## config.mk

```make
export PLATFORM = sky130hd
export DESIGN_NAME = opn_top
export DESIGN_NICKNAME = d
export VERILOG_FILES = /design/src/verilog/opn_bus_pkg.sv /design/src/verilog/opn_timer_pkg.sv /design/src/verilog/opn_lfo.sv /design/src/verilog/opn_prescaler.sv /design/src/verilog/opn_regs.sv /design/src/verilog/opn_timer.sv /design/src/verilog/opn_top.sv
export VERILOG_INCLUDE_DIRS = /design/src /design/src/include
export SDC_FILE = /design/constraint.sdc
export NUM_CORES = 1
export LEC_CHECK = 0
export BUFFER_PORTS_ARGS = -buffer_cell sky130_fd_sc_hd__buf_2
export CAP_MARGIN = 20
export CORE_ASPECT_RATIO = 0.6
export CORE_MARGIN = 2
export CORE_UTILIZATION = 60
export CTS_CLUSTER_SIZE = 10
export DETAILED_ROUTE_END_ITERATION = 8
export PLACE_DENSITY_LB_ADDON = 0.05
export SYNTH_ARGS = -nofsm -noshare
export SYNTH_HDL_FRONTEND = slang
export SYNTH_SLANG_ARGS = --single-unit
```

## constraint.sdc

```tcl
create_clock -name zero -period 3.8 [get_ports zero]
set_clock_uncertainty 0.2 [all_clocks]
set_input_delay 0.76 -clock zero [delete_from_list [all_inputs] [get_ports zero]]
set_output_delay 0.76 -clock zero [all_outputs]
set_load 0.005 [all_outputs]
```

## src/include/opn_params.svh

```systemverilog
`ifndef OPN_PARAMS_SVH
`define OPN_PARAMS_SVH

// Datapath widths
`define OPN_DATA_W      8       // CPU data bus
`define OPN_TA_W        10      // Timer A counter
`define OPN_TB_W        8       // Timer B counter
`define OPN_LFO_W       7       // LFO modulation counter

// Prescaler rates
`define OPN_CEN_DIV     6       // Clocks per FM clock enable
`define OPN_TA_CENS     24      // FM enables per timer A tick
`define OPN_TB_RATIO    16      // Timer A ticks per timer B tick

// Write recovery time
`define OPN_BUSY_CLKS   32      // Clocks of busy after a data write

// Register map, low bank only
`define OPN_REG_LFO     8'h22   // LFO enable and rate
`define OPN_REG_TA_HI   8'h24   // Timer A bits 9..2
`define OPN_REG_TA_LO   8'h25   // Timer A bits 1..0
`define OPN_REG_TB      8'h26   // Timer B value
`define OPN_REG_TCTL    8'h27   // Timer load, enable and reset

`endif

```

## src/verilog/opn_bus_pkg.sv

```systemverilog
package opn_bus_pkg;

    // Status word as seen on dout
    // dout[7] busy, dout[1] flag B, dout[0] flag A
    typedef struct packed {
        logic busy;     // Write recovery in progress
        logic flag_b;   // Timer B overflowed
        logic flag_a;   // Timer A overflowed
    } status_t;

    // Byte written to register 0x27
    // Bit 0 is load_a, bit 5 is clr_b
    typedef struct packed {
        logic [1:0] unused;     // Mode bits, not kept here
        logic       clr_b;      // Write 1 to drop flag B
        logic       clr_a;      // Write 1 to drop flag A
        logic       irq_en_b;   // Flag B may set
        logic       irq_en_a;   // Flag A may set
        logic       load_b;     // Timer B runs
        logic       load_a;     // Timer A runs
    } timer_ctl_t;

endpackage

```

## src/verilog/opn_timer_pkg.sv

```systemverilog
`include "opn_params.svh"

package opn_timer_pkg;

    // Single clock strobes out of the prescaler
    typedef struct packed {
        logic cen_fm;   // FM clock enable, every 6 clocks
        logic tick_a;   // Timer A step
        logic tick_b;   // Timer B step, only together with tick_a
    } ticks_t;

    // Timer settings held by the register block
    typedef struct packed {
        logic [`OPN_TA_W-1:0] value_a;  // Reload value A
        logic [`OPN_TB_W-1:0] value_b;  // Reload value B
        logic                 load_a;   // Count A while high
        logic                 load_b;   // Count B while high
        logic                 irq_en_a; // Let A raise its flag
        logic                 irq_en_b; // Let B raise its flag
    } timer_cfg_t;

    // LFO register, low nibble of 0x22
    typedef struct packed {
        logic       en;     // Bit 3
        logic [2:0] freq;   // Rate select 0..7
    } lfo_cfg_t;

endpackage

```

## src/verilog/opn_lfo.sv

```systemverilog
`timescale 1ns/1ps
`include "opn_params.svh"

module opn_lfo (
    input  logic                    clk,
    input  logic                    rst_n,
    input  logic                    cen_fm,
    input  opn_timer_pkg::lfo_cfg_t cfg,
    output logic [`OPN_LFO_W-1:0]   lfo_mod
);

    logic [6:0] div_cnt;    // Counts FM enables, up to 108
    logic [6:0] period;
    logic       step;

    // FM enables per LFO step, slowest rate first
    always_comb begin
        case (cfg.freq)
            3'd0:    period = 7'd108;
            3'd1:    period = 7'd77;
            3'd2:    period = 7'd71;
            3'd3:    period = 7'd67;
            3'd4:    period = 7'd62;
            3'd5:    period = 7'd44;
            3'd6:    period = 7'd8;
            default: period = 7'd5;
        endcase
    end

    // >= so a rate change mid period cannot overrun
    assign step = cen_fm && (div_cnt >= period - 1'b1);

    always_ff @(posedge clk) begin
        if (!rst_n || !cfg.en) begin
            div_cnt <= '0;      // Disabled, hold both at zero
            lfo_mod <= '0;
        end else if (cen_fm) begin
            if (step) begin
                div_cnt <= '0;
                lfo_mod <= lfo_mod + 1'b1;  // Wraps at 128
            end else begin
                div_cnt <= div_cnt + 1'b1;
            end
        end
    end

    // Output cleared the clock after disable
    a_lfo_off: assert property (@(posedge clk) disable iff (!rst_n)
        !cfg.en |=> lfo_mod == '0)
        else $error("lfo_mod nonzero while disabled");

endmodule

```

## src/verilog/opn_prescaler.sv

```systemverilog
`timescale 1ns/1ps
`include "opn_params.svh"

module opn_prescaler (
    input  logic                  clk,
    input  logic                  rst_n,
    output opn_timer_pkg::ticks_t ticks
);

    localparam int CEN_W = $clog2(`OPN_CEN_DIV);
    localparam int TA_W  = $clog2(`OPN_TA_CENS);
    localparam int TB_W  = $clog2(`OPN_TB_RATIO);

    logic [CEN_W-1:0] cen_cnt;
    logic [TA_W-1:0]  ta_cnt;
    logic [TB_W-1:0]  tb_cnt;
    logic             cen_now, ta_now, tb_now;

    // Each stage only moves on the strobe of the one before
    assign cen_now = (cen_cnt == CEN_W'(`OPN_CEN_DIV - 1));
    assign ta_now  = cen_now && (ta_cnt == TA_W'(`OPN_TA_CENS - 1));
    assign tb_now  = ta_now && (tb_cnt == TB_W'(`OPN_TB_RATIO - 1));

    always_ff @(posedge clk) begin
        if (!rst_n) begin
            cen_cnt <= '0;
            ta_cnt  <= '0;
            tb_cnt  <= '0;
            ticks   <= '0;
        end else begin
            cen_cnt <= cen_now ? '0 : cen_cnt + 1'b1;
            if (cen_now) ta_cnt <= ta_now ? '0 : ta_cnt + 1'b1;
            if (ta_now)  tb_cnt <= tb_now ? '0 : tb_cnt + 1'b1;
            ticks <= '{cen_fm: cen_now, tick_a: ta_now, tick_b: tb_now};  // Registered strobes
        end
    end

    // Timer B tick is a subset of timer A ticks
    a_tick_b_sub: assert property (@(posedge clk) disable iff (!rst_n)
        ticks.tick_b |-> ticks.tick_a && ticks.cen_fm)
        else $error("tick_b without tick_a");

endmodule

```

## src/verilog/opn_regs.sv

```systemverilog
`timescale 1ns/1ps
`include "opn_params.svh"

module opn_regs (
    input  logic                      clk,
    input  logic                      rst_n,
    input  logic                      cs_n,
    input  logic                      wr_n,
    input  logic                      a0,
    input  logic [`OPN_DATA_W-1:0]    din,
    input  logic                      flag_a,
    input  logic                      flag_b,
    output opn_timer_pkg::timer_cfg_t timer_cfg,
    output logic                      clr_a,
    output logic                      clr_b,
    output opn_timer_pkg::lfo_cfg_t   lfo_cfg,
    output logic [`OPN_DATA_W-1:0]    dout,
    output logic                      irq_n
);

    localparam int BUSY_W = $clog2(`OPN_BUSY_CLKS + 1);

    logic                     wr_cyc;     // cs_n and wr_n both low
    logic                     data_wr;    // Write with a0 high
    logic                     tctl_wr;    // Data write hitting 0x27
    logic [`OPN_DATA_W-1:0]   addr_q;     // Latched register address
    logic [BUSY_W-1:0]        busy_cnt;
    opn_bus_pkg::timer_ctl_t  ctl;
    opn_bus_pkg::status_t     status;

    assign wr_cyc  = !cs_n && !wr_n;
    assign data_wr = wr_cyc && a0;
    assign tctl_wr = data_wr && (addr_q == `OPN_REG_TCTL);
    assign ctl     = opn_bus_pkg::timer_ctl_t'(din);   // 0x27 view of the bus

    // Address phase
    always_ff @(posedge clk) begin
        if (!rst_n) begin
            addr_q <= '0;
        end else if (wr_cyc && !a0) begin
            addr_q <= din;
        end
    end

    // Data phase, register updates on the sampling edge
    always_ff @(posedge clk) begin
        if (!rst_n) begin
            timer_cfg <= '0;
            lfo_cfg   <= '0;
        end else if (data_wr) begin
            case (addr_q)
                `OPN_REG_LFO:   lfo_cfg <= opn_timer_pkg::lfo_cfg_t'(din[3:0]);
                `OPN_REG_TA_HI: timer_cfg.value_a[`OPN_TA_W-1:2] <= din;
                `OPN_REG_TA_LO: timer_cfg.value_a[1:0] <= din[1:0];
                `OPN_REG_TB:    timer_cfg.value_b <= din;
                `OPN_REG_TCTL: begin
                    timer_cfg.load_a   <= ctl.load_a;
                    timer_cfg.load_b   <= ctl.load_b;
                    timer_cfg.irq_en_a <= ctl.irq_en_a;
                    timer_cfg.irq_en_b <= ctl.irq_en_b;
                end
                default: ;  // Unmapped address, write ignored
            endcase
        end
    end

    // Flag reset strobes, one clock wide
    always_ff @(posedge clk) begin
        if (!rst_n) begin
            clr_a <= 1'b0;
            clr_b <= 1'b0;
        end else begin
            clr_a <= tctl_wr && ctl.clr_a;
            clr_b <= tctl_wr && ctl.clr_b;
        end
    end

    // Busy period
    // A write during busy is taken but does not restart the count
    always_ff @(posedge clk) begin
        if (!rst_n) begin
            busy_cnt <= '0;
        end else if (data_wr && busy_cnt == '0) begin
            busy_cnt <= BUSY_W'(`OPN_BUSY_CLKS);
        end else if (busy_cnt != '0) begin
            busy_cnt <= busy_cnt - 1'b1;
        end
    end

    always_comb begin
        status.busy   = (busy_cnt != '0);
        status.flag_b = flag_b;
        status.flag_a = flag_a;
    end

    // Status byte and interrupt, both registered
    always_ff @(posedge clk) begin
        if (!rst_n) begin
            dout  <= '0;
            irq_n <= 1'b1;
        end else begin
            dout  <= {status.busy, {(`OPN_DATA_W-3){1'b0}}, status.flag_b, status.flag_a};
            irq_n <= !(flag_a || flag_b);   // Low while any flag stands
        end
    end

    // Busy drops within the recovery time
    a_busy_len: assert property (@(posedge clk) disable iff (!rst_n)
        $rose(status.busy) |-> ##[1:`OPN_BUSY_CLKS] !status.busy)
        else $error("busy held past %0d clocks", `OPN_BUSY_CLKS);

endmodule

```

## src/verilog/opn_timer.sv

```systemverilog
`timescale 1ns/1ps

module opn_timer #(
    parameter int WIDTH = 10
) (
    input  logic             clk,
    input  logic             rst_n,
    input  logic             tick,
    input  logic [WIDTH-1:0] value,
    input  logic             load,
    input  logic             irq_en,
    input  logic             clr,
    output logic             flag
);

    logic [WIDTH-1:0] cnt;
    logic             ovf;    // Wrap on this tick

    // Count tops out at all ones, period is 2^WIDTH - value
    assign ovf = load && tick && (cnt == '1);

    // Counter
    always_ff @(posedge clk) begin
        if (!rst_n) begin
            cnt <= '0;
        end else if (!load) begin
            cnt <= value;       // Stopped, follow the register
        end else if (tick) begin
            if (ovf) begin
                cnt <= value;   // Reload on wrap
            end else begin
                cnt <= cnt + 1'b1;
            end
        end
    end

    // Overflow flag
    // A wrap wins over a clear landing on the same clock
    always_ff @(posedge clk) begin
        if (!rst_n) begin
            flag <= 1'b0;
        end else if (ovf && irq_en) begin
            flag <= 1'b1;
        end else if (clr) begin
            flag <= 1'b0;
        end
    end

    // Masked timer never reports
    a_flag_masked: assert property (@(posedge clk) disable iff (!rst_n)
        $rose(flag) |-> $past(irq_en))
        else $error("flag rose with irq_en low");

endmodule

```

## src/verilog/opn_top.sv

```systemverilog
`timescale 1ns/1ps
`include "opn_params.svh"

module opn_top (
    input  logic                   zero,     // Chip clock
    input  logic                   rst_n,
    input  logic                   cs_n,
    input  logic                   wr_n,
    input  logic                   a0,
    input  logic [`OPN_DATA_W-1:0] din,
    output logic [`OPN_DATA_W-1:0] dout,
    output logic                   irq_n,
    output logic [`OPN_LFO_W-1:0]  lfo_mod
);

    opn_timer_pkg::timer_cfg_t timer_cfg;
    opn_timer_pkg::lfo_cfg_t   lfo_cfg;
    opn_timer_pkg::ticks_t     ticks;
    logic                      clr_a, clr_b;
    logic                      flag_a, flag_b;

    // CPU port, status and interrupt
    opn_regs u_regs (
        .clk       (zero),
        .rst_n     (rst_n),
        .cs_n      (cs_n),
        .wr_n      (wr_n),
        .a0        (a0),
        .din       (din),
        .flag_a    (flag_a),
        .flag_b    (flag_b),
        .timer_cfg (timer_cfg),
        .clr_a     (clr_a),
        .clr_b     (clr_b),
        .lfo_cfg   (lfo_cfg),
        .dout      (dout),
        .irq_n     (irq_n)
    );

    opn_prescaler u_prescaler (
        .clk   (zero),
        .rst_n (rst_n),
        .ticks (ticks)
    );

    // Timer A, 10 bits
    opn_timer #(.WIDTH(`OPN_TA_W)) u_timer_a (
        .clk    (zero),
        .rst_n  (rst_n),
        .tick   (ticks.tick_a),
        .value  (timer_cfg.value_a),
        .load   (timer_cfg.load_a),
        .irq_en (timer_cfg.irq_en_a),
        .clr    (clr_a),
        .flag   (flag_a)
    );

    // Timer B, 8 bits, 16x slower tick
    opn_timer #(.WIDTH(`OPN_TB_W)) u_timer_b (
        .clk    (zero),
        .rst_n  (rst_n),
        .tick   (ticks.tick_b),
        .value  (timer_cfg.value_b),
        .load   (timer_cfg.load_b),
        .irq_en (timer_cfg.irq_en_b),
        .clr    (clr_b),
        .flag   (flag_b)
    );

    opn_lfo u_lfo (
        .clk     (zero),
        .rst_n   (rst_n),
        .cen_fm  (ticks.cen_fm),
        .cfg     (lfo_cfg),
        .lfo_mod (lfo_mod)
    );

endmodule
```

==> impl_metrics.yaml <==
cts:
  cts.repair.resized: 0
  cts-root-buf: "clkbuf_16"
  cts.sinks: 95
  cts_max_level: 3
  cts_max_path_buffers: 2
  cts_hold_buffers: 0
  worstSkewPairLatency_ns: 0.34
  cts_setup_buffers: 0
  cts_tree: "built"
  cts_buffers: 9
  clkTransAtPathRegs_ns: 0.06
floorplanning:
  chipWidth_um: 114
  initial_utilization_pct: 61.1
  core_sq_um: 7180
  num_rows: 24
  dieArea_sq_um: 8030
  io-pin-count: 29
  die_h_um: 70.2
global_route:
  overflow: 0
  grt_max_degree: 56
  track_usage_pct: 25.7
  antenna_found_initial: 0
  grt_pass1_wl_mm: 16.2
  first_global_vias: 3340
worst_hold_path:
  hold_path.class: "reg -> reg"
sta:
  min_period_ns: 2.93
  drv_slew: 0
  period_share_pct: 77.1
  setup_viol: 0
  worst_pin_slew_ns: 0.950
  hold_viol_final: 0
  max_slew_margin_pct: 36.3
  max_freq_ghz: 0.341
  setup_tns_ns: 0
  rsz0062_at_grt: "false"
layout:
  seq_area_sq_um: 1900
  fin_util_pct: 68.7
  drive_gt1_share_pct: 9.90
  fin_nets: 551
  syn_to_final_growth_pct: 12.4
  fillers: 583
  final_cell_area_sq_um: 4930
  multi_input_area_sq_um: 2350
  diodes: 0
synth:
  synth_top_area_share_pct: 43.4
  synthTopCellsByCount: "dfxtp_1 (95), nor2_1 (76), nand2_1 (46), mux2i_1 (36), a21oi_1 (35)"
  ys_ff_latch: 95
  synthCells: 501
  yosysUniqueCellTypes: 60
  synth_edf_count: 0
  synth.most_common_cell: "dfxtp_1"
  synth.avg_cell_area_sq_um: 8.76
  netlist_area_sq_um: 4390
  yosysSeqAreaShare_pct: 43.4
  yosysTopAreaCell: "dfxtp_1"
  synth_ff_type: "dfxtp_1"
  synthTopCellsByArea: "dfxtp_1 (43%), mux2i_1 (8.2%), nor2_1 (6.5%)"
  synth_warnings: 0
  synthArstFlopShare_pct: 0
critical_path:
  cp-start-kind: "register"
  path_buf_inv: 1
  cpMaxStageDelayCell: "o21bai_1"
  path_cells: "nand2b_1 -> nor2_1 -> nor2_1 -> ha_1 -> a31o_2 -> ha_1 -> nand2_1 -> nor2_1 -> a21oi_1 -> buf_4 -> o21bai_1 -> nor2_1"
  cp.required_ns: 3.82
  cp_max_fo: 15
  worstSetupPathType: "reg -> reg"
  critPathMaxStageDelay_ns: 0.42
  cp_common_cell: "nor2_1"
  cp_top_family: "compound AO/OA/AOI/OAI gates"
  worstSetupEndpointType: "register"
  critPathArrivalTime_ns: 2.95
drt:
  drt_first_iter_violations: 226
  avgViaCountPerCell: 5.83
  drt_wl_total_mm: 9.38
  ant_nets: 0
  wl_per_cell_um: 15.2
  dr.pass1.iters: 5
  vias: 3594
  drc_errors: 0
pwr:
  report.power.total_mw: 2.44
  ir_drop_mv: 0.392
  p_leak_nw: 1.94
  p_per_area_nw_per_um2: 496
run_status:
  status: "finished clean"
placement:
  place.gp.congestion: 0.838
  dp_hpwl_mm: 6.41
  placed_area_sq_um: 4540
  port_buffers: 23
job:
  cap_violations: 0
-- layout by cell type, fill, tap and decap left out, types with 6 or more instances in the layout --
master / instances
a21oi_1: 35
and3_1: 6
buf_2: 23
clkbuf_16: 9
dfxtp_1: 95
ha_1: 18
inv_1: 12
mux2i_1: 36
nand2_1: 46
nand2b_1: 6
nand3_1: 12
nand4_1: 12
nor2_1: 76
nor3_1: 8
o21ai_0: 26
or3_1: 8
xnor2_1: 9
xor2_1: 8
-- per-layer routing --
metal	track usage, %	share of wire, %	vias up
li1	-	-	1807
met1	37.3	51	1689
met2	36.9	43	89
met3	7.47	5.2	9
met4	7.45	0.87	0
met5	0	0	-
-- cell type report --
class,count,share of cell area (%)
multi-input cells,376,47.6
flip-flops and latches,95,38.6
clock buffers,9,4.57
clock inverters,7,3.38
repair buffers,24,2.49
well taps,91,2.31
inverters,14,1.07
-- logic make-up after synthesis --
kind of cell | share of synthesized area, %
AND/OR/NAND/NOR | 23.0
flip-flops | 43.4
AO/OA/AOI/OAI | 13.0
multiplexers | 8.47
buffers and inverters | 3.51
adder cells (fa/ha/maj) | 5.13
XOR/XNOR | 3.39
other | 0.0855
-- worst reg2reg max path, stage by stage, from the launching register on --
cell,delay [ns]
dfxtp_1,0.38
nand2b_1,0.19
nor2_1,0.17
nor2_1,0.08
ha_1,0.25
a31o_2,0.26
ha_1,0.29
nand2_1,0.07
nor2_1,0.13
a21oi_1,0.08
buf_4,0.18
o21bai_1,0.42
nor2_1,0.10
-- flip-flops by register name, summed over array words and instances (netlist names) --
signal / cells
u_regs.timer_cfg: 22
u_timer_a.cnt: 10
u_regs.addr_q: 8
u_timer_b.cnt: 8
u_lfo.div_cnt: 7
u_lfo.lfo_mod: 7
u_regs.busy_cnt: 6
u_prescaler.ta_cnt: 5
u_prescaler.tb_cnt: 4
u_regs.lfo_cfg: 4
u_prescaler.cen_cnt: 3
u_prescaler.ticks: 3
u_regs.dout: 3
u_regs.clr_a: 1
u_regs.clr_b: 1
u_regs.irq_n: 1
u_timer_a.flag: 1
u_timer_b.flag: 1
-- where the power goes --
group	switching, mW	leakage [nW]	total (mW)	internal, mW
registers	0.0321	0.768	1.07	1.04
logic	0.123	0.982	0.216	0.0933
clock network	0.382	0.186	1.16	0.778
total	0.537	1.94	2.44	1.91
-- final timing paths --
path	slack, ns	from	cells after the start	end
hold reg to reg	0.25	u_prescaler.cen_cnt[0]	1	u_prescaler.cen_cnt[0]
setup / recovery	0.87	u_regs.lfo_cfg[1]	12	u_lfo.div_cnt[0]
hold / removal	0.25	u_prescaler.cen_cnt[0]	1	u_prescaler.cen_cnt[0]
setup reg to reg	0.87	u_regs.lfo_cfg[1]	12	u_lfo.div_cnt[0]
-- metrics by stage --
stage / setup slack, ns / std cells / hold slack [ns]
after floorplan: 1.17 / 505 / 0.221
after global placement: 1.06 / 600 / 0.234
after detailed placement: 0.938 / 600 / 0.244
after CTS: 0.890 / 616 / 0.257
after global routing: 0.502 / 616 / 0.296
final: 0.871 / 616 / 0.253
Note: power is estimated with default switching activity, not from simulation.
